`config.mk`:
```
export PLATFORM = sky130hd
export DESIGN_NAME = lic_top
export DESIGN_NICKNAME = d
export VERILOG_FILES = /design/src/common/lic_pkg.sv /design/src/issue/gpr.sv /design/src/issue/issue_ctrl.sv /design/src/exec/exec_unit.sv /design/src/writeback/wb_arbiter.sv /design/src/verilog/lic_top.sv
export SDC_FILE = /design/constraint.sdc
export NUM_CORES = 2
export LEC_CHECK = 0
export ABC_AREA = 1
export BUFFER_PORTS_ARGS = -buffer_cell sky130_fd_sc_hd__buf_2
export CORE_UTILIZATION = 35
export CTS_CLUSTER_DIAMETER = 60
export CTS_CLUSTER_SIZE = 10
export DETAILED_ROUTE_END_ITERATION = 12
export PLACE_DENSITY = 0.53
export SYNTH_ARGS = -nofsm -noshare
export SYNTH_HDL_FRONTEND = slang
export SYNTH_SLANG_ARGS = --single-unit
```
`constraint.sdc`:
```
create_clock -name clk -period 6.35 [get_ports clk]
set_input_delay 1.27 -clock clk [delete_from_list [all_inputs] [get_ports clk]]
set_output_delay 1.27 -clock clk [all_outputs]
set_load 0.005 [all_outputs]
```
`src/common/lic_pkg.sv`:
```
// ####################################################################
// lic_pkg: widths, op codes, FSM states and bus structs shared by
// the issue stage, the execute units and write-back
// ####################################################################

`default_nettype none

package lic_pkg;

    localparam int XLEN        = 32;
    localparam int NUM_REGS    = 32;
    localparam int IMM_W       = 12;
    localparam int N_UNITS     = 4;
    localparam int ITER_CYCLES = 32;

    typedef logic [XLEN-1:0]                xlen_t;
    typedef logic [$clog2(NUM_REGS)-1:0]    reg_addr_t;
    typedef logic [IMM_W-1:0]               imm_t;
    typedef logic [$clog2(N_UNITS)-1:0]     unit_id_t;
    typedef logic [N_UNITS-1:0]             unit_mask_t;
    typedef logic [$clog2(ITER_CYCLES)-1:0] iter_cnt_t;

    typedef enum logic [1:0] {
        OP_ADDI,
        OP_MUL,
        OP_DIVU,
        OP_REMU
    } lic_op_e;

    typedef enum logic [1:0] {
        U_IDLE,
        U_BUSY,
        U_DONE
    } unit_state_e;

    // pre-decoded instruction from the issuer
    typedef struct packed {
        lic_op_e   op;
        reg_addr_t rd;
        reg_addr_t rs1;
        reg_addr_t rs2;
        imm_t      imm;
    } issue_req_t;

    // operands already read, sent to one unit
    typedef struct packed {
        lic_op_e   op;
        reg_addr_t rd;
        xlen_t     opa;
        xlen_t     opb;
    } dispatch_t;

    typedef struct packed {
        reg_addr_t rd;
        xlen_t     data;
        unit_id_t  unit_id;
    } wb_t;

endpackage

`default_nettype wire

```
`src/issue/gpr.sv`:
```
// ####################################################################
// gpr: 32 x 32-bit register file, two async read ports, one write
// port, x0 reads as zero
// ####################################################################

`timescale 1ns/10ps
`default_nettype none

module gpr (
    input  logic               clk,
    input  logic               rst_n_i,
    input  logic               we_i,
    input  lic_pkg::reg_addr_t waddr_i,
    input  lic_pkg::xlen_t     wdata_i,
    input  lic_pkg::reg_addr_t raddr1_i,
    input  lic_pkg::reg_addr_t raddr2_i,
    output lic_pkg::xlen_t     rdata1_o,
    output lic_pkg::xlen_t     rdata2_o
);
    import lic_pkg::*;

    xlen_t regs_q [NUM_REGS];

    always_ff @(posedge clk) begin
        if (!rst_n_i) begin
            for (int i = 0; i < NUM_REGS; i++) begin
                regs_q[i] <= '0;
            end
        end else if (we_i && (waddr_i != '0)) begin
            regs_q[waddr_i] <= wdata_i;
        end
    end

    assign rdata1_o = (raddr1_i == '0) ? '0 : regs_q[raddr1_i];
    assign rdata2_o = (raddr2_i == '0) ? '0 : regs_q[raddr2_i];

endmodule

`default_nettype wire

```
`src/issue/issue_ctrl.sv`:
```
// ####################################################################
// issue_ctrl: pending-register scoreboard and unit credits, accepts
// one instruction when it is hazard free and dispatches it to the
// lowest unit holding a credit
// ####################################################################

`timescale 1ns/10ps
`default_nettype none

module issue_ctrl (
    input  logic                clk,
    input  logic                rst_n_i,
    input  logic                issue_valid_i,
    input  lic_pkg::issue_req_t issue_i,
    output logic                issue_ready_o,
    output lic_pkg::reg_addr_t  rs1_addr_o,
    output lic_pkg::reg_addr_t  rs2_addr_o,
    input  lic_pkg::xlen_t      rs1_data_i,
    input  lic_pkg::xlen_t      rs2_data_i,
    input  lic_pkg::unit_mask_t credit_return_i,
    input  logic                commit_valid_i,
    input  lic_pkg::reg_addr_t  commit_rd_i,
    output lic_pkg::unit_mask_t dispatch_valid_o,
    output lic_pkg::dispatch_t  dispatch_o
);
    import lic_pkg::*;

    // set while a result for that register is in flight
    logic [NUM_REGS-1:0] pending_q;
    logic [NUM_REGS-1:0] pending_d;
    // one bit per unit, high when the unit is free to take work
    unit_mask_t          credit_q;
    unit_mask_t          credit_d;
    unit_mask_t          dispatch_valid_q;
    dispatch_t           dispatch_q;

    logic                rs2_used;
    logic                hazard;
    logic                accept;
    unit_mask_t          spend;
    xlen_t               opb;

    assign rs1_addr_o = issue_i.rs1;
    assign rs2_addr_o = issue_i.rs2;

    // addi has no rs2
    assign rs2_used = (issue_i.op != OP_ADDI);

    // rd is checked too, so two writes to one register never overlap
    assign hazard = pending_q[issue_i.rs1]
                  | (rs2_used & pending_q[issue_i.rs2])
                  | pending_q[issue_i.rd];

    assign issue_ready_o = ~hazard & (|credit_q);
    assign accept        = issue_valid_i & issue_ready_o;

    // isolate the lowest set credit bit
    assign spend = credit_q & (~credit_q + unit_mask_t'(1));

    assign opb = rs2_used ? rs2_data_i : {{(XLEN-IMM_W){issue_i.imm[IMM_W-1]}}, issue_i.imm};

    always_comb begin
        pending_d = pending_q;
        if (commit_valid_i) begin
            pending_d[commit_rd_i] = 1'b0;
        end
        if (accept) begin
            pending_d[issue_i.rd] = 1'b1;
        end
        // x0 never waits on anything
        pending_d[0] = 1'b0;
    end

    // a returned credit always belongs to a unit that was not spendable
    assign credit_d = (credit_q & ~(accept ? spend : unit_mask_t'(0))) | credit_return_i;

    always_ff @(posedge clk) begin
        if (!rst_n_i) begin
            pending_q        <= '0;
            credit_q         <= '1;
            dispatch_valid_q <= '0;
        end else begin
            pending_q        <= pending_d;
            credit_q         <= credit_d;
            dispatch_valid_q <= accept ? spend : unit_mask_t'(0);
        end
    end

    always_ff @(posedge clk) begin
        if (accept) begin
            dispatch_q.op  <= issue_i.op;
            dispatch_q.rd  <= issue_i.rd;
            dispatch_q.opa <= rs1_data_i;
            dispatch_q.opb <= opb;
        end
    end

    assign dispatch_valid_o = dispatch_valid_q;
    assign dispatch_o       = dispatch_q;

endmodule

`default_nettype wire

```
`src/exec/exec_unit.sv`:
```
// ####################################################################
// exec_unit: one execute slot; addi in a single step, mul as a
// 32-step shift-add, divu/remu as a 32-step restoring divide.
// Holds its result until write-back grants it.
// ####################################################################

`timescale 1ns/10ps
`default_nettype none

module exec_unit #(
    parameter lic_pkg::unit_id_t UNIT_ID = '0
) (
    input  logic               clk,
    input  logic               rst_n_i,
    input  logic               start_i,
    input  lic_pkg::dispatch_t op_i,
    input  logic               grant_i,
    output logic               done_o,
    output lic_pkg::wb_t       result_o
);
    import lic_pkg::*;

    unit_state_e   state_q;
    iter_cnt_t     cnt_q;
    lic_op_e       op_q;
    reg_addr_t     rd_q;
    // product, or partial remainder
    xlen_t         acc_q;
    // multiplicand, or dividend turning into quotient
    xlen_t         sh_q;
    // multiplier, or divisor
    xlen_t         opb_q;
    xlen_t         res_q;

    xlen_t         acc_nx;
    xlen_t         sh_nx;
    xlen_t         opb_nx;
    logic [XLEN:0]   rem_sh;
    logic [XLEN+1:0] trial;
    logic          last_step;

    assign last_step = (cnt_q == iter_cnt_t'(ITER_CYCLES - 1));

    // one iteration of whichever algorithm op_q selects
    always_comb begin
        acc_nx = acc_q;
        sh_nx  = sh_q;
        opb_nx = opb_q;
        rem_sh = {acc_q, sh_q[XLEN-1]};
        trial  = {1'b0, rem_sh} - {2'b00, opb_q};
        if (op_q == OP_MUL) begin
            if (opb_q[0]) begin
                acc_nx = acc_q + sh_q;
            end
            sh_nx  = sh_q << 1;
            opb_nx = opb_q >> 1;
        end else if (trial[XLEN+1]) begin
            // divisor did not fit, keep the shifted remainder
            acc_nx = rem_sh[XLEN-1:0];
            sh_nx  = {sh_q[XLEN-2:0], 1'b0};
        end else begin
            // a zero divisor always lands here: quotient all ones, remainder the dividend
            acc_nx = trial[XLEN-1:0];
            sh_nx  = {sh_q[XLEN-2:0], 1'b1};
        end
    end

    always_ff @(posedge clk) begin
        if (!rst_n_i) begin
            state_q <= U_IDLE;
            cnt_q   <= '0;
        end else begin
            case (state_q)
                U_IDLE: begin
                    if (start_i) begin
                        state_q <= (op_i.op == OP_ADDI) ? U_DONE : U_BUSY;
                        cnt_q   <= '0;
                    end
                end
                U_BUSY: begin
                    cnt_q <= cnt_q + 1'b1;
                    if (last_step) begin
                        state_q <= U_DONE;
                    end
                end
                U_DONE: begin
                    if (grant_i) begin
                        state_q <= U_IDLE;
                    end
                end
                default: state_q <= U_IDLE;
            endcase
        end
    end

    always_ff @(posedge clk) begin
        if ((state_q == U_IDLE) && start_i) begin
            op_q  <= op_i.op;
            rd_q  <= op_i.rd;
            res_q <= op_i.opa + op_i.opb;
            acc_q <= '0;
            sh_q  <= op_i.opa;
            opb_q <= op_i.opb;
        end else if (state_q == U_BUSY) begin
            acc_q <= acc_nx;
            sh_q  <= sh_nx;
            opb_q <= opb_nx;
            if (last_step) begin
                res_q <= (op_q == OP_DIVU) ? sh_nx : acc_nx;
            end
        end
    end

    assign done_o           = (state_q == U_DONE);
    assign result_o.rd      = rd_q;
    assign result_o.data    = res_q;
    assign result_o.unit_id = UNIT_ID;

endmodule

`default_nettype wire

```
`src/writeback/wb_arbiter.sv`:
```
// ####################################################################
// wb_arbiter: round-robin pick of one finished unit per cycle,
// returns its credit and registers the result as the commit
// ####################################################################

`timescale 1ns/10ps
`default_nettype none

module wb_arbiter (
    input  logic                clk,
    input  logic                rst_n_i,
    input  lic_pkg::unit_mask_t done_i,
    input  lic_pkg::wb_t        results_i [lic_pkg::N_UNITS],
    output lic_pkg::unit_mask_t grant_o,
    output logic                wb_valid_o,
    output lic_pkg::wb_t        wb_o
);
    import lic_pkg::*;

    // unit with highest priority this cycle
    unit_id_t ptr_q;
    unit_id_t sel;
    logic     found;

    // scan from the pointer, wrapping around the units
    always_comb begin
        unit_id_t idx;
        grant_o = '0;
        sel     = ptr_q;
        found   = 1'b0;
        for (int i = 0; i < N_UNITS; i++) begin
            idx = unit_id_t'((int'(ptr_q) + i) % N_UNITS);
            if (!found && done_i[idx]) begin
                found = 1'b1;
                sel   = idx;
            end
        end
        if (found) begin
            grant_o[sel] = 1'b1;
        end
    end

    always_ff @(posedge clk) begin
        if (!rst_n_i) begin
            ptr_q      <= '0;
            wb_valid_o <= 1'b0;
        end else begin
            wb_valid_o <= found;
            // winner drops to lowest priority
            if (found) begin
                ptr_q <= unit_id_t'((int'(sel) + 1) % N_UNITS);
            end
        end
    end

    always_ff @(posedge clk) begin
        if (found) begin
            wb_o <= results_i[sel];
        end
    end

endmodule

`default_nettype wire

```
`src/verilog/lic_top.sv`:
```
// ####################################################################
// lic_top: issue stage, register file, execute unit array and
// write-back arbiter for out-of-order long instructions
// ####################################################################

`timescale 1ns/10ps
`default_nettype none

module lic_top (
    input  logic                clk,
    input  logic                rst_n_i,
    input  logic                issue_valid_i,
    input  lic_pkg::issue_req_t issue_i,
    output logic                issue_ready_o,
    output logic                wb_valid_o,
    output lic_pkg::wb_t        wb_o
);
    import lic_pkg::*;

    reg_addr_t  rs1_addr;
    reg_addr_t  rs2_addr;
    xlen_t      rs1_data;
    xlen_t      rs2_data;
    unit_mask_t dispatch_valid;
    dispatch_t  dispatch;
    unit_mask_t done;
    unit_mask_t grant;
    wb_t        results [N_UNITS];

    issue_ctrl u_issue_ctrl (
        .clk             (clk),
        .rst_n_i         (rst_n_i),
        .issue_valid_i   (issue_valid_i),
        .issue_i         (issue_i),
        .issue_ready_o   (issue_ready_o),
        .rs1_addr_o      (rs1_addr),
        .rs2_addr_o      (rs2_addr),
        .rs1_data_i      (rs1_data),
        .rs2_data_i      (rs2_data),
        .credit_return_i (grant),
        .commit_valid_i  (wb_valid_o),
        .commit_rd_i     (wb_o.rd),
        .dispatch_valid_o(dispatch_valid),
        .dispatch_o      (dispatch)
    );

    // committed results land here in the same edge the pending bit clears
    gpr u_gpr (
        .clk     (clk),
        .rst_n_i (rst_n_i),
        .we_i    (wb_valid_o),
        .waddr_i (wb_o.rd),
        .wdata_i (wb_o.data),
        .raddr1_i(rs1_addr),
        .raddr2_i(rs2_addr),
        .rdata1_o(rs1_data),
        .rdata2_o(rs2_data)
    );

    for (genvar i = 0; i < N_UNITS; i++) begin : g_unit
        exec_unit #(
            .UNIT_ID(unit_id_t'(i))
        ) u_exec_unit (
            .clk     (clk),
            .rst_n_i (rst_n_i),
            .start_i (dispatch_valid[i]),
            .op_i    (dispatch),
            .grant_i (grant[i]),
            .done_o  (done[i]),
            .result_o(results[i])
        );
    end

    wb_arbiter u_wb_arbiter (
        .clk       (clk),
        .rst_n_i   (rst_n_i),
        .done_i    (done),
        .results_i (results),
        .grant_o   (grant),
        .wb_valid_o(wb_valid_o),
        .wb_o      (wb_o)
    );

endmodule

`default_nettype wire

```
==> impl_metrics.ini <==
[setup_path]
end_kind = output pin
path_class = primary input to output pin
reg2regPathDepth = 18
reg2reg_from = g_unit[0].u_exec_unit.acc_q[1]
reg2reg_slack_ns = 2.41
worstReg2RegEnd = g_unit[0].u_exec_unit.res_q[7]
startpoint_type = primary input
worstPathRequired_ns = 5.08
critPathMaxFanout = 46
arrival_ns = 3.91

[clock_network]
cts_tree = done
cts_buffers = 222
ctsHtreeMaxLevel = 4
clk-insertion-delay-late_ns = 0.95
clk_pin_slew_worst_paths_ns = 0.06
cts_root_buf = clkbuf_16
hold_buffers = 0
cts_setup_buffers = 0
clock-sinks = 1744
clockBufferDepth = 4
cts_resized = 0

[power_and_ir_drop]
ir_worst_vdd_mv = 0.419
pwr_density_cell_nw_per_um2 = 369
p_leak_nw = 52.1

[detailed_routing]
drc = 0
drtIter0Drc = 15500
first_pass_iters = 7
drt_wl_total_mm = 501
ant_nets = 0
vias = 105000
wl_per_cell_um = 27.0
vias_per_cell = 5.68

[sta]
rsz0062_at_grt = no
period_needed_ns = 5.18
tns_ns = 0
slew_violations = 0
setup_viol = 0
fmax_ghz = 0.193
finalCritPeriodShare_pct = 81.5
hold_viol_final = 0
fin_skew_ns = 0.114
maxSlewHeadroom_pct = 15.9
final.setup.worst_slack_ns = 1.17
worst_slew_pin_slew_ns = 1.26

[synthesis]
synthCells = 14500
yosysUniqueCellTypes = 58
synth-main-ff-cell = edfxtp_1
synth_warnings = 0
synth_area_um2 = 110000
synth_area_leaders = edfxtp_1, nand2_1, nor2_1, o21ai_0, inv_1
netlist.area_leader.share_pct = 42.2
async_flop_share_pct = 0
synth_edf_count = 1546
yosys.area.top_type = edfxtp_1
ys_seq_area_share_pct = 45.8
syn-mean-instance-area_um2 = 7.56
synth_seq_cells = 1744

[worst_hold_path]
hp-class = flop to flop
hold_start = u_issue_ctrl.pending_q[26]
min_to = u_issue_ctrl.pending_q[26]
whs_path_depth = 2

[final_layout]
area_growth_pct = 10.2
final_cell_count_no_fill = 18500
drive_gt1_share_pct = 6.05
layout_commonest_cell = nand2_1
nets = 14600
final_cell_mix = nand2_1, nor2_1, edfxtp_1
fillers = 32200

[global_route]
grt_max_degree = 146
grt_pass1_wl_mm = 701
first_global_vias = 94900
grt.total_usage_pct = 30.5
antenna_found_initial = 57
gr-total-overflow = 0

[floorplan]
core_area_um2 = 312000
die_h_um = 563
dieArea_um2 = 316000
rows = 205
boundaryPins = 73
die_w_um = 563
initial_core_util_pct = 35.2

[status]
status = completed

[flow_run]
max_cap_violations = 0

[placement]
gp_congestion = 1.00
dp_hpwl_mm = 339
dp_cells = 18200
dp_slack_ns = 1.26
numPortBuffers = 72
[how the worst max path moves through the flow]
stage,cells after the start,start,end
after global placement,15,issue_i[17],issue_ready_o
after CTS,13,issue_i[17],issue_ready_o
after detailed placement,13,issue_i[17],u_issue_ctrl.dispatch_o[47]
after global routing,13,issue_i[17],issue_ready_o
after floorplan,13,issue_i[17],u_issue_ctrl.dispatch_o[0]
final,13,issue_i[17],issue_ready_o
[metal layers]
layer	vias up	global-route usage [%]	share of wire (%)
li1	48000	-	-
met1	50100	42.9	42
met2	6194	44.3	41
met3	957	7.02	12
met4	2	14.0	5.0
met5	-	0	0.0024
[power by group]
part           total, W  leakage [nW]  switching [W]  internal [W]
sequential       0.0153          17.0        0.00149        0.0139
clock            0.0119          3.12        0.00521       0.00670
combinational    0.0175          32.0         0.0129       0.00457
total            0.0447          52.1         0.0196        0.0251
[state kept, by name, summed over array words and instances (netlist names), 31 cells and up]
register,cells
g_unit.u_exec_unit.sh_q,128
u_issue_ctrl.dispatch_o,71
g_unit.u_exec_unit.res_q,128
u_wb_arbiter.wb_o,39
g_unit.u_exec_unit.acc_q,128
u_gpr.regs_q,1024
g_unit.u_exec_unit.opb_q,128
u_issue_ctrl.pending_q,31
[per-stage QoR]
step | cell area (um^2) | util (%) | power [W] | hold WS, ns
3_3_place_gp | 115000 | 36.7 | 0.0325 | 0.452
3_5_place_dp | 115000 | 36.7 | 0.0325 | 0.458
6_report | 121000 | 38.8 | 0.0447 | 0.470
5_1_grt | 121000 | 38.8 | 0.0467 | 0.485
4_1_cts | 121000 | 38.8 | 0.0443 | 0.468
2_1_floorplan | 110000 | - | 0.0254 | 0.439
[critical path: stages]
cell and delay (ns):
buf_6 0.35, inv_8 0.21, nor2_4 0.63, inv_1 0.16, o211ai_1 0.20, nand3_1 0.11, nand2_1 0.08, nand2_1 0.06
nand2_1 0.08, inv_1 0.08, nand2_1 0.32, inv_1 0.09, buf_2 0.14
[area by class of cell]
cell class	count	area, um^2	area share [%]
Clock inverter	50	505	0.417
Clock buffer	293	5920	4.88
Antenna cell	23	57.6	0.0475
Inverter	1559	5890	4.86
Sequential cell	1744	50400	41.6
Tap cell	4140	5180	4.28
Timing Repair Buffer	338	2620	2.16
Multi-Input combinational cell	10400	50600	41.7
[Yosys cell counts (10+ instances only)]
library cell and count:
dfxtp_1 198, o21ai_0 1353, a211oi_1 22, nor2_1 1990, o211ai_1 69, buf_4 24, a221oi_1 172, a31oi_1 138
xor2_1 69, inv_1 1539, inv_2 11, o21ai_1 47, xnor2_1 67, o221ai_1 10, buf_2 167, buf_1 50
clkbuf_1 622, edfxtp_1 1546, a22oi_1 224, a21oi_1 579, o21a_1 11, nand3b_1 39, or2_2 126, o2111ai_1 25
nand2_1 3823, o22ai_1 134, nor3_1 73, ha_1 295, nand4_1 84, o21bai_1 40, nand3_1 886
[kinds of logic (layout without fill, tap and decap cells)]
family / Yosys count / after routing / share of synthesized area, %
buffers and inverters: 2427 / 2240 / 8.59
other: 1 / 55 / 0.00341
adders and majority gates: 304 / 304 / 3.52
AOI/OAI and AO/OA: 2874 / 2874 / 15.1
DFF: 1744 / 1744 / 45.8
and+or+nand+nor: 7054 / 7054 / 25.9
xor gates and xnor gates: 137 / 137 / 1.10
Note: power is estimated with default switching activity, not from simulation.
